<file path="src/include/radio_cfg.svh">
/*
 * Settings bus map and reset defaults of the radio control block.
 * Addresses are 8 bits wide; the ATR block takes five and the time block three.
 */
`ifndef RADIO_CFG_SVH
`define RADIO_CFG_SVH

// Setting addresses
`define RADIO_SR_LOOPBACK     8'd6
`define RADIO_SR_ATR          8'd12   // Idle, rx, tx, fdx, ddr at 12..16
`define RADIO_SR_TEST         8'd21
`define RADIO_SR_CODEC_IDLE   8'd22
`define RADIO_SR_READBACK     8'd32
`define RADIO_SR_TIME         8'd128  // Hi, lo, ctrl at 128..130

// Readback codes
`define RADIO_RB_TEST         3'd0
`define RADIO_RB_TIME         3'd1
`define RADIO_RB_LASTPPS      3'd2
`define RADIO_RB_SAMPLES      3'd3
`define RADIO_RB_GPIO         3'd4

// Front-end GPIO reset values, pins are outputs by default
`define RADIO_ATR_DEFAULT_DDR  32'hFFFF_FFFF
`define RADIO_ATR_DEFAULT_IDLE 32'h0000_0000

`endif

</file>
<file path="src/logic/radio_bus_pkg.sv">
/*
 * Settings bus and readback types.
 * A write is one cycle of stb with addr and data valid together.
 */
package radio_bus_pkg;

   // One settings write, 41 bits
   typedef struct packed {
      logic        stb;
      logic [7:0]  addr;
      logic [31:0] data;
   } set_bus_t;

   typedef logic [2:0]  rb_addr_t;    // Readback selector
   typedef logic [63:0] rb_word_t;
   typedef logic [63:0] vita_time_t;

   // Control registers handed to the datapaths, 36 bits
   typedef struct packed {
      logic        loopback;
      logic [31:0] codec_idle;
      rb_addr_t    rb_addr;
   } radio_ctl_t;

endpackage

</file>
<file path="src/logic/radio_fe_pkg.sv">
/*
 * Front-end sample, GPIO and ATR types.
 * Samples are 16-bit I and Q packed into one 32-bit word.
 */
package radio_fe_pkg;

   typedef struct packed {
      logic [15:0] i;   // Upper half
      logic [15:0] q;   // Lower half
   } iq_sample_t;

   typedef logic [31:0] gpio_word_t;

   // GPIO pins as driven to the front end
   typedef struct packed {
      gpio_word_t out;
      gpio_word_t ddr;
   } gpio_fe_t;

   // Encoded as {run_tx, run_rx}
   typedef enum logic [1:0] {
      ATR_IDLE = 2'd0,
      ATR_RX   = 2'd1,
      ATR_TX   = 2'd2,
      ATR_FDX  = 2'd3
   } atr_state_e;

endpackage

</file>
<file path="src/logic/radio_settings.sv">
/*
 * Settings bus register and the radio control registers.
 * Every datapath decodes the registered bus, so writes land one edge later.
 */
`timescale 1ns/1ps
`include "radio_cfg.svh"

module radio_settings (
   input  logic                      i_clk,
   input  logic                      i_rst,
   input  radio_bus_pkg::set_bus_t   i_set,
   output radio_bus_pkg::set_bus_t   o_set_r,
   output radio_bus_pkg::radio_ctl_t o_ctl,
   output logic [31:0]               o_test_value
);

   logic                     loopback;
   logic [31:0]              codec_idle;
   radio_bus_pkg::rb_addr_t  rb_addr;
   logic                     wr_loopback;
   logic                     wr_test;
   logic                     wr_idle;
   logic                     wr_rb;

   // Bus register, shared by all decoders
   always_ff @(posedge i_clk) begin
      if (i_rst) begin
         o_set_r <= '0;
      end else begin
         o_set_r <= i_set;
      end
   end

   assign wr_loopback = o_set_r.stb && (o_set_r.addr == `RADIO_SR_LOOPBACK);
   assign wr_test     = o_set_r.stb && (o_set_r.addr == `RADIO_SR_TEST);
   assign wr_idle     = o_set_r.stb && (o_set_r.addr == `RADIO_SR_CODEC_IDLE);
   assign wr_rb       = o_set_r.stb && (o_set_r.addr == `RADIO_SR_READBACK);

   always_ff @(posedge i_clk) begin
      if (i_rst) begin
         loopback     <= 1'b0;
         o_test_value <= '0;
         codec_idle   <= '0;
         rb_addr      <= '0;
      end else begin
         if (wr_loopback) loopback <= o_set_r.data[0];
         if (wr_test) o_test_value <= o_set_r.data;
         if (wr_idle) codec_idle <= o_set_r.data;   // Sent while TX is stopped
         if (wr_rb) rb_addr <= o_set_r.data[2:0];
      end
   end

   assign o_ctl.loopback   = loopback;
   assign o_ctl.codec_idle = codec_idle;
   assign o_ctl.rb_addr    = rb_addr;

endmodule

</file>
<file path="src/logic/timekeeper.sv">
/*
 * 64-bit time counter, one tick per bus_clk cycle.
 * Ctrl bit 0 low loads {hi, lo} now, high arms a load at the next PPS edge.
 * A PPS edge in the same cycle as the arming write is not used for the load.
 */
`timescale 1ns/1ps
`include "radio_cfg.svh"

module timekeeper (
   input  logic                      bus_clk,
   input  logic                      i_rst,
   input  radio_bus_pkg::set_bus_t   i_set_r,
   input  logic                      i_pps,
   output radio_bus_pkg::vita_time_t o_vita_time,
   output radio_bus_pkg::vita_time_t o_vita_time_lastpps
);

   logic [31:0] time_hi;
   logic [31:0] time_lo;
   logic        armed;
   logic        pps_d;
   logic        pps_edge;
   logic        wr_hi;
   logic        wr_lo;
   logic        wr_ctrl;

   assign wr_hi   = i_set_r.stb && (i_set_r.addr == `RADIO_SR_TIME);
   assign wr_lo   = i_set_r.stb && (i_set_r.addr == `RADIO_SR_TIME + 8'd1);
   assign wr_ctrl = i_set_r.stb && (i_set_r.addr == `RADIO_SR_TIME + 8'd2);

   assign pps_edge = i_pps && !pps_d;   // High now, low last cycle

   always_ff @(posedge bus_clk) begin
      if (i_rst) begin
         time_hi             <= '0;
         time_lo             <= '0;
         armed               <= 1'b0;
         pps_d               <= 1'b0;
         o_vita_time         <= '0;
         o_vita_time_lastpps <= '0;
      end else begin
         pps_d <= i_pps;
         if (wr_hi) time_hi <= i_set_r.data;
         if (wr_lo) time_lo <= i_set_r.data;

         // Time as it stood just before the edge
         if (pps_edge) o_vita_time_lastpps <= o_vita_time;

         if (wr_ctrl && !i_set_r.data[0]) begin
            o_vita_time <= {time_hi, time_lo};
         end else if (armed && pps_edge) begin
            o_vita_time <= {time_hi, time_lo};
         end else begin
            o_vita_time <= o_vita_time + 64'd1;
         end

         if (wr_ctrl) begin
            armed <= i_set_r.data[0];   // Set-now also cancels a pending load
         end else if (pps_edge) begin
            armed <= 1'b0;
         end
      end
   end

endmodule

</file>
<file path="src/logic/gpio_atr.sv">
/*
 * Front-end GPIO automatic transmit/receive.
 * Registers at SR_ATR+0..4 are idle, rx, tx, full duplex and ddr.
 * Pins follow the run levels one cycle later.
 */
`timescale 1ns/1ps
`include "radio_cfg.svh"

module gpio_atr (
   input  logic                    bus_clk,
   input  logic                    i_rst,
   input  radio_bus_pkg::set_bus_t i_set_r,
   input  logic                    i_run_rx,
   input  logic                    i_run_tx,
   output radio_fe_pkg::gpio_fe_t  o_fe_gpio
);

   radio_fe_pkg::gpio_word_t atr_idle;
   radio_fe_pkg::gpio_word_t atr_rx;
   radio_fe_pkg::gpio_word_t atr_tx;
   radio_fe_pkg::gpio_word_t atr_fdx;
   radio_fe_pkg::gpio_word_t ddr;
   radio_fe_pkg::gpio_word_t atr_word;
   radio_fe_pkg::atr_state_e atr_state;
   logic [7:0]               offset;

   assign offset = i_set_r.addr - `RADIO_SR_ATR;   // Wraps high below the base

   always_ff @(posedge bus_clk) begin
      if (i_rst) begin
         atr_idle <= `RADIO_ATR_DEFAULT_IDLE;
         atr_rx   <= '0;
         atr_tx   <= '0;
         atr_fdx  <= '0;
         ddr      <= `RADIO_ATR_DEFAULT_DDR;
      end else if (i_set_r.stb) begin
         case (offset)
            8'd0: atr_idle <= i_set_r.data;
            8'd1: atr_rx   <= i_set_r.data;
            8'd2: atr_tx   <= i_set_r.data;
            8'd3: atr_fdx  <= i_set_r.data;
            8'd4: ddr      <= i_set_r.data;
            default: ;
         endcase
      end
   end

   assign atr_state = radio_fe_pkg::atr_state_e'({i_run_tx, i_run_rx});

   always_comb begin
      case (atr_state)
         radio_fe_pkg::ATR_RX:  atr_word = atr_rx;
         radio_fe_pkg::ATR_TX:  atr_word = atr_tx;
         radio_fe_pkg::ATR_FDX: atr_word = atr_fdx;
         default:               atr_word = atr_idle;
      endcase
   end

   // Pin register
   always_ff @(posedge bus_clk) begin
      if (i_rst) begin
         o_fe_gpio.out <= `RADIO_ATR_DEFAULT_IDLE;
         o_fe_gpio.ddr <= `RADIO_ATR_DEFAULT_DDR;
      end else begin
         o_fe_gpio.out <= atr_word;
         o_fe_gpio.ddr <= ddr;
      end
   end

endmodule

</file>
<file path="src/logic/fe_sample_path.sv">
/*
 * TX output register and RX loopback select, one register stage each.
 * Loopback takes the registered TX word, so RX sees it one cycle after TX.
 */
`timescale 1ns/1ps

module fe_sample_path (
   input  logic                      bus_clk,
   input  logic                      i_rst,
   input  radio_bus_pkg::radio_ctl_t i_ctl,
   input  logic                      i_run_tx,
   input  radio_fe_pkg::iq_sample_t  i_tx_sample,
   input  radio_fe_pkg::iq_sample_t  i_rx,
   output radio_fe_pkg::iq_sample_t  o_tx,
   output radio_fe_pkg::iq_sample_t  o_rx_fe
);

   radio_fe_pkg::iq_sample_t idle_word;

   assign idle_word = radio_fe_pkg::iq_sample_t'(i_ctl.codec_idle);

   always_ff @(posedge bus_clk) begin
      if (i_rst) begin
         o_tx    <= '0;
         o_rx_fe <= '0;
      end else begin
         o_tx    <= i_run_tx ? i_tx_sample : idle_word;   // Idle word when TX stops
         o_rx_fe <= i_ctl.loopback ? o_tx : i_rx;
      end
   end

endmodule

</file>
<file path="src/logic/readback_mux.sv">
/*
 * Registered readback word, selected by the readback address register.
 * Unused codes read as zero.
 */
`timescale 1ns/1ps
`include "radio_cfg.svh"

module readback_mux (
   input  logic                      bus_clk,
   input  logic                      i_rst,
   input  radio_bus_pkg::radio_ctl_t i_ctl,
   input  logic [31:0]               i_test_value,
   input  radio_bus_pkg::vita_time_t i_vita_time,
   input  radio_bus_pkg::vita_time_t i_vita_time_lastpps,
   input  radio_fe_pkg::iq_sample_t  i_tx,
   input  radio_fe_pkg::iq_sample_t  i_rx,
   input  radio_fe_pkg::gpio_word_t  i_fe_gpio_in,
   output radio_bus_pkg::rb_word_t   o_rb_data
);

   radio_bus_pkg::rb_word_t rb_next;

   always_comb begin
      case (i_ctl.rb_addr)
         `RADIO_RB_TEST:    rb_next = {32'd0, i_test_value};
         `RADIO_RB_TIME:    rb_next = i_vita_time;
         `RADIO_RB_LASTPPS: rb_next = i_vita_time_lastpps;
         `RADIO_RB_SAMPLES: rb_next = {i_tx, i_rx};       // TX in the upper word
         `RADIO_RB_GPIO:    rb_next = {32'd0, i_fe_gpio_in};
         default:           rb_next = '0;
      endcase
   end

   always_ff @(posedge bus_clk) begin
      if (i_rst) begin
         o_rb_data <= '0;
      end else begin
         o_rb_data <= rb_next;
      end
   end

endmodule

</file>
<file path="src/logic/radio_ctrl_top.sv">
/*
 * Radio settings and front-end control, single bus_clk domain.
 * Run levels and the TX sample come straight from the ports, no handshake.
 */
`timescale 1ns/1ps

module radio_ctrl_top (
   input  logic                      bus_clk,
   input  logic                      i_rst,
   input  radio_bus_pkg::set_bus_t   i_set,
   input  logic                      i_pps,
   input  radio_fe_pkg::iq_sample_t  i_rx,
   input  radio_fe_pkg::iq_sample_t  i_tx_sample,
   input  logic                      i_run_rx,
   input  logic                      i_run_tx,
   input  radio_fe_pkg::gpio_word_t  i_fe_gpio_in,
   output radio_fe_pkg::iq_sample_t  o_tx,
   output radio_fe_pkg::iq_sample_t  o_rx_fe,
   output radio_fe_pkg::gpio_fe_t    o_fe_gpio,
   output radio_bus_pkg::vita_time_t o_vita_time,
   output radio_bus_pkg::rb_word_t   o_rb_data
);

   radio_bus_pkg::set_bus_t   set_r;
   radio_bus_pkg::radio_ctl_t ctl;
   logic [31:0]               test_value;
   radio_bus_pkg::vita_time_t vita_time_lastpps;

   ////////////////////////////////////////////////////////////
   // Settings and time

   radio_settings u_settings (
      .i_clk(bus_clk), .i_rst(i_rst), .i_set(i_set),
      .o_set_r(set_r), .o_ctl(ctl), .o_test_value(test_value)
   );

   timekeeper u_timekeeper (
      .bus_clk(bus_clk), .i_rst(i_rst), .i_set_r(set_r), .i_pps(i_pps),
      .o_vita_time(o_vita_time), .o_vita_time_lastpps(vita_time_lastpps)
   );

   ////////////////////////////////////////////////////////////
   // Front end

   gpio_atr u_fe_gpio_atr (
      .bus_clk(bus_clk), .i_rst(i_rst), .i_set_r(set_r),
      .i_run_rx(i_run_rx), .i_run_tx(i_run_tx), .o_fe_gpio(o_fe_gpio)
   );

   fe_sample_path u_sample_path (
      .bus_clk(bus_clk), .i_rst(i_rst), .i_ctl(ctl), .i_run_tx(i_run_tx),
      .i_tx_sample(i_tx_sample), .i_rx(i_rx), .o_tx(o_tx), .o_rx_fe(o_rx_fe)
   );

   readback_mux u_readback (
      .bus_clk(bus_clk), .i_rst(i_rst), .i_ctl(ctl), .i_test_value(test_value),
      .i_vita_time(o_vita_time), .i_vita_time_lastpps(vita_time_lastpps),
      .i_tx(o_tx), .i_rx(i_rx), .i_fe_gpio_in(i_fe_gpio_in),
      .o_rb_data(o_rb_data)
   );

endmodule

</file>
<file path="config.mk">
export PLATFORM = sky130hd
export DESIGN_NAME = radio_ctrl_top
export DESIGN_NICKNAME = d
export VERILOG_FILES = /design/src/logic/radio_bus_pkg.sv /design/src/logic/radio_fe_pkg.sv /design/src/logic/radio_settings.sv /design/src/logic/timekeeper.sv /design/src/logic/gpio_atr.sv /design/src/logic/fe_sample_path.sv /design/src/logic/readback_mux.sv /design/src/logic/radio_ctrl_top.sv
export VERILOG_INCLUDE_DIRS = /design/src /design/src/include
export SDC_FILE = /design/constraint.sdc
export NUM_CORES = 1
export LEC_CHECK = 0
export ABC_AREA = 0
export BUFFER_PORTS_ARGS = -buffer_cell sky130_fd_sc_hd__buf_4
export CAP_MARGIN = 20
export CORE_AREA = 5 5 324 326
export CTS_CLUSTER_DIAMETER = 40
export DETAILED_ROUTE_END_ITERATION = 12
export DIE_AREA = 0 0 329 331
export GPL_ROUTABILITY_DRIVEN = 1
export PLACE_DENSITY = 0.47
export REMOVE_ABC_BUFFERS = 1
export SYNTH_ARGS = -nofsm -noshare
export SYNTH_HDL_FRONTEND = slang
export SYNTH_SLANG_ARGS = --single-unit
</file>
<file path="constraint.sdc">
create_clock -name bus_clk -period 4.7 [get_ports bus_clk]
set_input_delay 0.705 -clock bus_clk [delete_from_list [all_inputs] [get_ports bus_clk]]
set_output_delay 0.705 -clock bus_clk [all_outputs]
set_load 0.03 [all_outputs]
</file>
### Yosys cells after proc, flatten, opt, wreduce, memory -nomap -nowiden

Index checks and enable logic that the tools add are counted.

* register bits: 655
* output and inout bits: 256
* logic and storage cells: 73

* add/sub/neg operators: 2
* eq/ne operators: 18
* muxes and demuxes: 8
* reductions and logical operators: 20

Operators with widths (number)
* $pmux W64 S5: 1
* $mux W64: 2
* $pmux W32 S3: 1
* $add A64 B1 Y64 const B: 1
* $mux W32: 2
* $eq A8 B8 Y1 const B: 3
* $eq A8 B2 Y1 const B: 2
* $eq A8 B3 Y1 const B: 2
* $eq A8 B5 Y1 const B: 2
* $logic_and A1 B1 Y1: 10
* $reduce_and A2 Y1: 5
* $eq A8 B1 Y1 const B: 1
* $eq A8 B6 Y1 const B: 1
* $logic_not A8 Y1: 1
* $sub A8 B4 Y8 const B: 1
* $eq A3 B2 Y1 const B: 2
* $eq A2 B2 Y1 const B: 2
* $eq A3 B1 Y1 const B: 1
* $eq A3 B3 Y1 const B: 1
* $logic_not A3 Y1: 1
* $eq A2 B1 Y1 const B: 1
* $logic_not A1 Y1: 2
* $mux W1: 2
* $reduce_bool A2 Y1: 1

### Longest topological paths before layout

Gate-level depths: netlist of the first run.

* depth after elaboration: 5
* mapped depth: 9
* gate-level depth less buffers: 6

### By module

A second synthesis of the first run with hierarchy kept.

* cell total of the unflattened synthesis: 2819
* area, all modules: 27345.0 um2

By module, submodules not included
* gpio_atr: times used 1, cells an instance 767, area each 8849.7 um2, sequential area each 4484.3 um2
* timekeeper: times used 1, cells an instance 1054, area each 8221.6 um2, sequential area each 3883.7 um2
* radio_settings: times used 1, cells an instance 351, area each 3988.8 um2, sequential area each 2182.1 um2
* readback_mux: times used 1, cells an instance 440, area each 3945.0 um2, sequential area each 1281.2 um2
* fe_sample_path: times used 1, cells an instance 207, area each 2339.7 um2, sequential area each 1281.2 um2

### Least setup slack after synthesis of the first run

Ideal clock, no wire load.

* kind: reg-to-reg
* start point: register u_timekeeper.o_vita_time[0]
* end point: register u_timekeeper.o_vita_time[40]
* data arrival time: 2.592 ns
* required time: 4.626 ns
* slack: 2.033 ns
* cell stages (with the launch flop): 9
* period minus slack after synthesis: 2.667 ns
* cells stage by stage: dfxtp_1 ha_1 and4_1 buf_2 nand2_2 or4_1 clkbuf_1 or4_1 a31oi_1

* cells in the longest elaborated chain, start to end: 3

RTL lines
* from (decl): line timekeeper.sv:14 `output radio_bus_pkg::vita_time_t o_vita_time,`
* from (signal assigned): line timekeeper.sv:50 `o_vita_time <= {time_hi, time_lo};`
* from (signal assigned): line timekeeper.sv:52 `o_vita_time <= {time_hi, time_lo};`
* from (signal assigned): line timekeeper.sv:54 `o_vita_time <= o_vita_time + 64'd1;`
* $add A64 B1 Y64: line timekeeper.sv:54
* $mux W64: line timekeeper.sv:51 `end else if (armed && pps_edge) begin`
* $mux W64: line timekeeper.sv:49 `if (wr_ctrl && !i_set_r.data[0]) begin`

Every way passes these cells.
A chain may end at the register's enable or synchronous reset.

### Final worst setup path of the first run

* start point: register u_timekeeper.o_vita_time[0]
* end point: register u_timekeeper.o_vita_time[60]

The elaborated chain is that of the path after synthesis.

==> flow_summary.ini, run 1 <==
[status]
status = complete, no violations

[clock_network]
postCtsSetupBuffers = 0
tritoncts = built
cts_resized = 0
insertion_delay_ns = 0.71
clockRootBuffer = clkbuf_16
numCtsBuffers = 119
path_clk_slew_ns = 0.05
cts.sinks = 655
hold_buffers = 0
h-tree-depth = 3
clock_path_buffers = 3

[detailed_routing]
ant_nets = 0
drt_iter0_markers = 1536
vias_per_cell = 4.62
routed_wirelength_mm = 100
wl_per_cell_um = 21.5
vias = 21500
drc = 0
dr.pass1.iters = 5

[critical_path]
crit_path_frequent_cell = or4_1
crit_path_cell_trace = ha_1, and4_1, nand2_2, or4_1, or4_1, a311oi_1
cp-start-kind = flop
crit_path_start = u_timekeeper.o_vita_time[0]
crit_family = simple AND/OR/NAND/NOR gates
endpoint_kind = flop
cp_max_fo = 13
worstPathArrival_ns = 3.62
reg2reg_from = u_timekeeper.o_vita_time[0]
max_stage_delay_ns = 0.81
critPathKind = flop to flop
slowest_stage = or4_1
cp.required_ns = 5.28
crit_buf_inv = 0

[floorplanning]
core_area_mm2 = 0.101
ios = 398
die_area_mm2 = 0.109
initial_core_util_pct = 24.9
die_y_um = 331
rows = 117
die_w_um = 329

[sta]
maxSlewViolCount = 0
fmax_mhz = 329
setup_viol = 0
worst_pin_slew_ns = 1.07
rsz0062_at_grt = no
finalHoldViolCount = 0
skew_ns = 0.0386
finalCritPeriodShare_pct = 64.7
maxSlewHeadroom_pct = 28.0
hold_slack_ns = 0.206
period_needed_ns = 3.04

[synthesis]
yosys.area.top_type = dfxtp_1
synth_seq_cells = 655
synth_warnings = 0
ys_types = 51
netlist_instances = 2894
synth_top_area_share_pct = 52.0
synth_ff_type = dfxtp_1
syn_avg_cell_area_um2 = 8.72
synth_enable_flop_cells = 0
ys_top_cells_by_area = dfxtp_1 (52%), nand2_1 (10%), a21oi_1 (7.7%)
synth_area_mm2 = 0.0252
ys_seq_area_share_pct = 52.0
ys_async_sr_fraction_pct = 0

[final_layout]
layout_commonest_cell = nand2_1
most-common-layout-cells = nand2_1 (678), dfxtp_1 (652), buf_4 (424)
fin_cells = 4660
drive_gt1_share_pct = 23.7
final_area_mm2 = 0.0337
nNetsFinal = 3328
syn2layout_area_growth_pct = 33.7

[global_route]
track_usage_pct = 17.6
grt_pass1_vias = 20700
antenna_found_initial = 8
grt_max_degree = 183
grt-ovfl-total = 0
grt_pass1_wl_mm = 143

[power_and_ir_drop]
power_density_mw_per_mm2 = 460
power_mw = 15.5
power.leakage_nw = 12.1
vdd_ir_drop_max_uv = 331

[place]
placed_cell_area_mm2 = 0.0293
placed_cells = 4432
gp_congestion = 0.825
io_buffers = 397
dp_hpwl_mm = 66.1

[run]
max_cap_violations = 0

[worst_hold_path]
hp-class = primary input to flop
hp-start = i_set[21]
## metal layers
| metal | global-route usage, % | share of wire (%) |
|---|---|---|
| met1 | 23.3 | 44 |
| met3 | 4.68 | 7.0 |
| met2 | 28.5 | 47 |
| met5 | 0 | 0.044 |
| met4 | 4.63 | 1.9 |
## cell usage after synthesis, drive strengths merged (5+ instances only)
cell    count
a211o      32
a211oi     33
a21oi     387
a22oi      64
a311oi     21
and2        5
and3       11
and4       10
buf        32
clkbuf    227
dfxtp     655
inv         6
mux2       29
mux2i     103
mux4       32
nand2     683
nand3      27
nand4      21
nor2      205
nor2b     108
nor3       21
nor4       14
o21ai      15
o21bai      6
o31ai      12
or2        39
or3        13
or4        21
xnor2      24
xor2        9
## state kept, by name, summed over array words and instances, names as in the netlist, 3 cells and up
signal,cells
u_fe_gpio_atr.atr_tx,32
u_fe_gpio_atr.o_fe_gpio,64
u_sample_path.o_tx,32
u_settings.codec_idle,32
u_fe_gpio_atr.atr_rx,32
u_settings.o_test_value,32
u_fe_gpio_atr.ddr,32
u_timekeeper.time_lo,32
u_timekeeper.time_hi,32
u_sample_path.o_rx_fe,32
u_timekeeper.o_vita_time,64
u_settings.o_set_r,41
u_fe_gpio_atr.atr_fdx,32
u_settings.rb_addr,3
u_fe_gpio_atr.atr_idle,32
u_readback.o_rb_data,64
u_timekeeper.o_vita_time_lastpps,64
## final cells by class
cell class | instances | area (um2)
fill | 10500 | 67700
multi-input combinational | 1974 | 11200
inverter | 6 | 22.5
antenna | 4 | 10.0
sequential | 655 | 13100
timing repair buffer | 429 | 3280
clock inverter | 82 | 1150
clock buffer | 142 | 3230
tap | 1368 | 1710
## power by group
part / leakage (nW) / internal [mW] / switching, mW / total, mW
Clock: 2.11 / 6.09 / 3.19 / 9.28
Sequential: 5.31 / 5.62 / 0.110 / 5.73
Combinational: 4.71 / 0.191 / 0.315 / 0.506
Total: 12.1 / 11.9 / 3.61 / 15.5
## worst paths after layout
check                            endpoint  slack (ns)  depth (start not counted)
max          u_timekeeper.o_vita_time[60]        1.66                          6
min                u_settings.o_set_r[21]        0.21                          2
max reg2reg  u_timekeeper.o_vita_time[60]        1.66                          6
min reg2reg    u_fe_gpio_atr.o_fe_gpio[3]        0.43                          1
## through the flow
step | setup WS, ns | utilization (%) | setup TNS [ns]
final | 1.66 | 33.2 | 0
after global routing | 1.49 | 33.2 | 0
after CTS | 1.65 | 33.2 | 0
after detailed placement | 1.50 | 28.9 | 0
after global placement | 1.53 | 28.9 | 0
after floorplan | -1.44 | - | -76.23
## kinds of logic after synthesis
group | share of synthesized area (%)
adder cells (fa/ha/maj) | 0.0496
multiplexers | 8.24
AO/OA/AOI/OAI | 13.5
flip-flops | 52.0
AND/OR/NAND/NOR | 21.1
XOR/XNOR | 1.15
buffers and inverters | 4.03
## worst register-to-register path, delay by kind of cell, from the launching register on
family	cells	cell delay, ns
simple gates	4	1.99
flops	1	0.45
compound gates	1	0.25
fa+ha+maj	1	0.24
Power figures use the tool's default switching activity.
==> inputs of run 2 (changes only) <==
--- a/config.mk
+++ b/config.mk
@@ -6,13 +6,13 @@
 export SDC_FILE = /design/constraint.sdc
 export NUM_CORES = 1
 export LEC_CHECK = 0
-export ABC_AREA = 0
+export ABC_AREA = 1
 export BUFFER_PORTS_ARGS = -buffer_cell sky130_fd_sc_hd__buf_4
 export CAP_MARGIN = 20
-export CORE_AREA = 5 5 324 326
+export CORE_AREA = 5 5 325 327
 export CTS_CLUSTER_DIAMETER = 40
 export DETAILED_ROUTE_END_ITERATION = 12
-export DIE_AREA = 0 0 329 331
+export DIE_AREA = 0 0 330 332
 export GPL_ROUTABILITY_DRIVEN = 1
 export PLACE_DENSITY = 0.47
 export REMOVE_ABC_BUFFERS = 1
==> constraint.sdc (replaced) <==
create_clock -name bus_clk -period 3.1 [get_ports bus_clk]
set_input_delay 0.465 -clock bus_clk [delete_from_list [all_inputs] [get_ports bus_clk]]
set_output_delay 0.465 -clock bus_clk [all_outputs]
set_load 0.03 [all_outputs]
==> run 2 against run 1 <==
First-iteration DRC count rose by 6.6%. Clock power rose by 43%. Die area rose by 0.61%. Largest power group unchanged.
==> flow_summary.ini, run 2 <==
[status]
status = complete, no violations

[place]
io_buffers = 397
placed_cells = 4953
dp_hpwl_mm = 76.3
gp_congestion = 0.950
place_ws_ns = 0.683

[critical_path]
worstPathArrival_ns = 2.99
crit_path_frequent_cell = nand2_1
cp_max_fo = 6
endpoint_kind = flop
crit_path_cell_trace = ha_1, nand2_1, nor2_1, nand2_1, nor2_2, nand2_1, o21ai_0, nand3_1, nand2_1, inv_1
rrSetupSlack_ns = 0.70
cp-start-kind = flop
critPathKind = flop to flop
cp.required_ns = 3.69
max_stage_delay_ns = 0.50
slowest_stage = dfxtp_1

[global_route]
grt_max_degree = 126
grt_pass1_vias = 23200
grt_pass1_wl_mm = 157
antenna_found_initial = 11
grt-ovfl-total = 0
track_usage_pct = 19.1

[floorplanning]
ios = 398
core_area_mm2 = 0.103
initial_core_util_pct = 24.7
die_area_mm2 = 0.110
die_w_um = 330
rows = 118
die_y_um = 332

[clock_network]
insertion_delay_ns = 0.69
cts_resized = 0
clockRootBuffer = clkbuf_16
postCtsSetupBuffers = 0
h-tree-depth = 3
cts.sinks = 655
hold_buffers = 69
path_clk_slew_ns = 0.06
clock_path_buffers = 3
numCtsBuffers = 117
tritoncts = built

[detailed_routing]
drt_iter0_markers = 1638
ant_nets = 0
drc = 0
routed_wirelength_mm = 109
dr.pass1.iters = 5
vias_per_cell = 4.56
vias = 23900
wl_per_cell_um = 20.8

[synthesis]
synth_seq_cells = 655
synth_ff_type = dfxtp_1
ys_seq_area_share_pct = 51.8
yosys.area.top_type = dfxtp_1
yosysMostFrequentCell = dfxtp_1
netlist_instances = 3321
synth_warnings = 0
ys_top_cells_by_area = dfxtp_1 (52%), o21ai_0 (8.1%), nand2_1 (6.8%)
synth_area_mm2 = 0.0253
syn_avg_cell_area_um2 = 7.62
ys_types = 37
ys_async_sr_fraction_pct = 0
synth_commonest_cells = dfxtp_1 (655), nand2_1 (459), nor2_1 (448)
synth_enable_flop_cells = 0
synth_top_area_share_pct = 51.8

[sta]
finalHoldViolCount = 0
setup_ws_ns = 0.703
rsz0062_at_grt = no
skew_ns = 0.0445
worst_pin_slew_ns = 0.913
setup_viol = 0
finalCritPeriodShare_pct = 77.3
fmax_mhz = 417
fin_tns_setup_ns = 0
hold_slack_ns = 0.0449
period_needed_ns = 2.40
maxSlewViolCount = 0
maxSlewHeadroom_pct = 39.1

[final_layout]
most-common-layout-cells = dfxtp_1 (653), nand2_1 (457), nor2_1 (443)
fin_cells = 5249
syn2layout_area_growth_pct = 37.4
drive_gt1_share_pct = 18.9
multi_input_area_mm2 = 0.00996
nNetsFinal = 3904
layout_commonest_cell = dfxtp_1
regArea_mm2 = 0.0131
fillCellCount = 10900

[power_and_ir_drop]
power_density_mw_per_mm2 = 666
vdd_ir_drop_max_uv = 468
power.leakage_nw = 14.6
power_mw = 23.1

[worst_hold_path]
hp-class = primary input to flop

[run]
max_cap_violations = 0
[run 2: changes by cell type in the layout (fill, tap and decap cells not counted), moves of 69 or more]
cell,previous run,this run
nor2b_1,106,0
nor2_1,199,443
o21ai_0,15,409
dlygate4sd3_1,0,69
inv_1,6,390
mux2i_1,103,0
nand2_1,678,457
nand3_1,27,97
[run 2: per-stage QoR]
step                area [um2]  utilization, %
floorplan                24500               -
global placement         29900            29.2
detailed placement       29900            29.2
CTS                      34800            33.9
global route             34800            33.9
finish                   34800            33.9
[run 2: final timing paths]
check,start,end,depth (start not counted)
worst max register to register,u_timekeeper.o_vita_time[1],u_timekeeper.o_vita_time[36],10
worst min-delay path,i_set[0],u_settings.o_set_r[0],3
worst min register to register,u_timekeeper.time_lo[24],u_timekeeper.time_lo[24],2
worst max-delay path,u_timekeeper.o_vita_time[1],u_timekeeper.o_vita_time[36],10
[run 2: cell families (layout without fill, tap and decap cells)]
| kind of cell | after synthesis | after routing | share of synthesized area, % |
|---|---|---|---|
| other | 0 | 4 | 0 |
| and+or+nand+nor | 1076 | 1076 | 17.3 |
| buffers and inverters | 605 | 1149 | 9.08 |
| AOI/OAI and AO/OA | 958 | 958 | 20.9 |
| DFF | 655 | 655 | 51.8 |
| xor gates and xnor gates | 26 | 26 | 0.900 |
| adders and majority gates | 1 | 1 | 0.0494 |
[run 2: per-layer routing]
layer	GRT usage, %	routed length [um]	vias up
met5	0	70	-
li1	-	-	11800
met2	30.6	49600	685
met3	4.97	7990	166
met4	5.64	2770	12
met1	25.3	48600	11300
[run 2: worst max-delay path, delay by kind of cell, from the launching register on]
family	cells	cell delay (ns)
and+or+nand+nor	7	1.33
DFF	1	0.50
adders and majority gates	1	0.28
AOI/OAI and AO/OA	1	0.19
buffers and inverters	1	0.04
[run 2: power breakdown]
part	leakage (nW)	switching [mW]	internal [mW]
clock	1.99	4.87	8.45
sequential	5.32	0.157	8.59
combinational	7.26	0.690	0.399
[run 2: final cells by class]
class                   count  share of cell area, %
diodes                      4                 0.0288
clock buffers             142                   9.07
clock inverters            81                   2.86
inverters                 400                   4.34
multi-input cells        2061                   28.6
flip-flops and latches    655                   37.7
well taps                1380                   4.97
repair buffers            526                   12.4
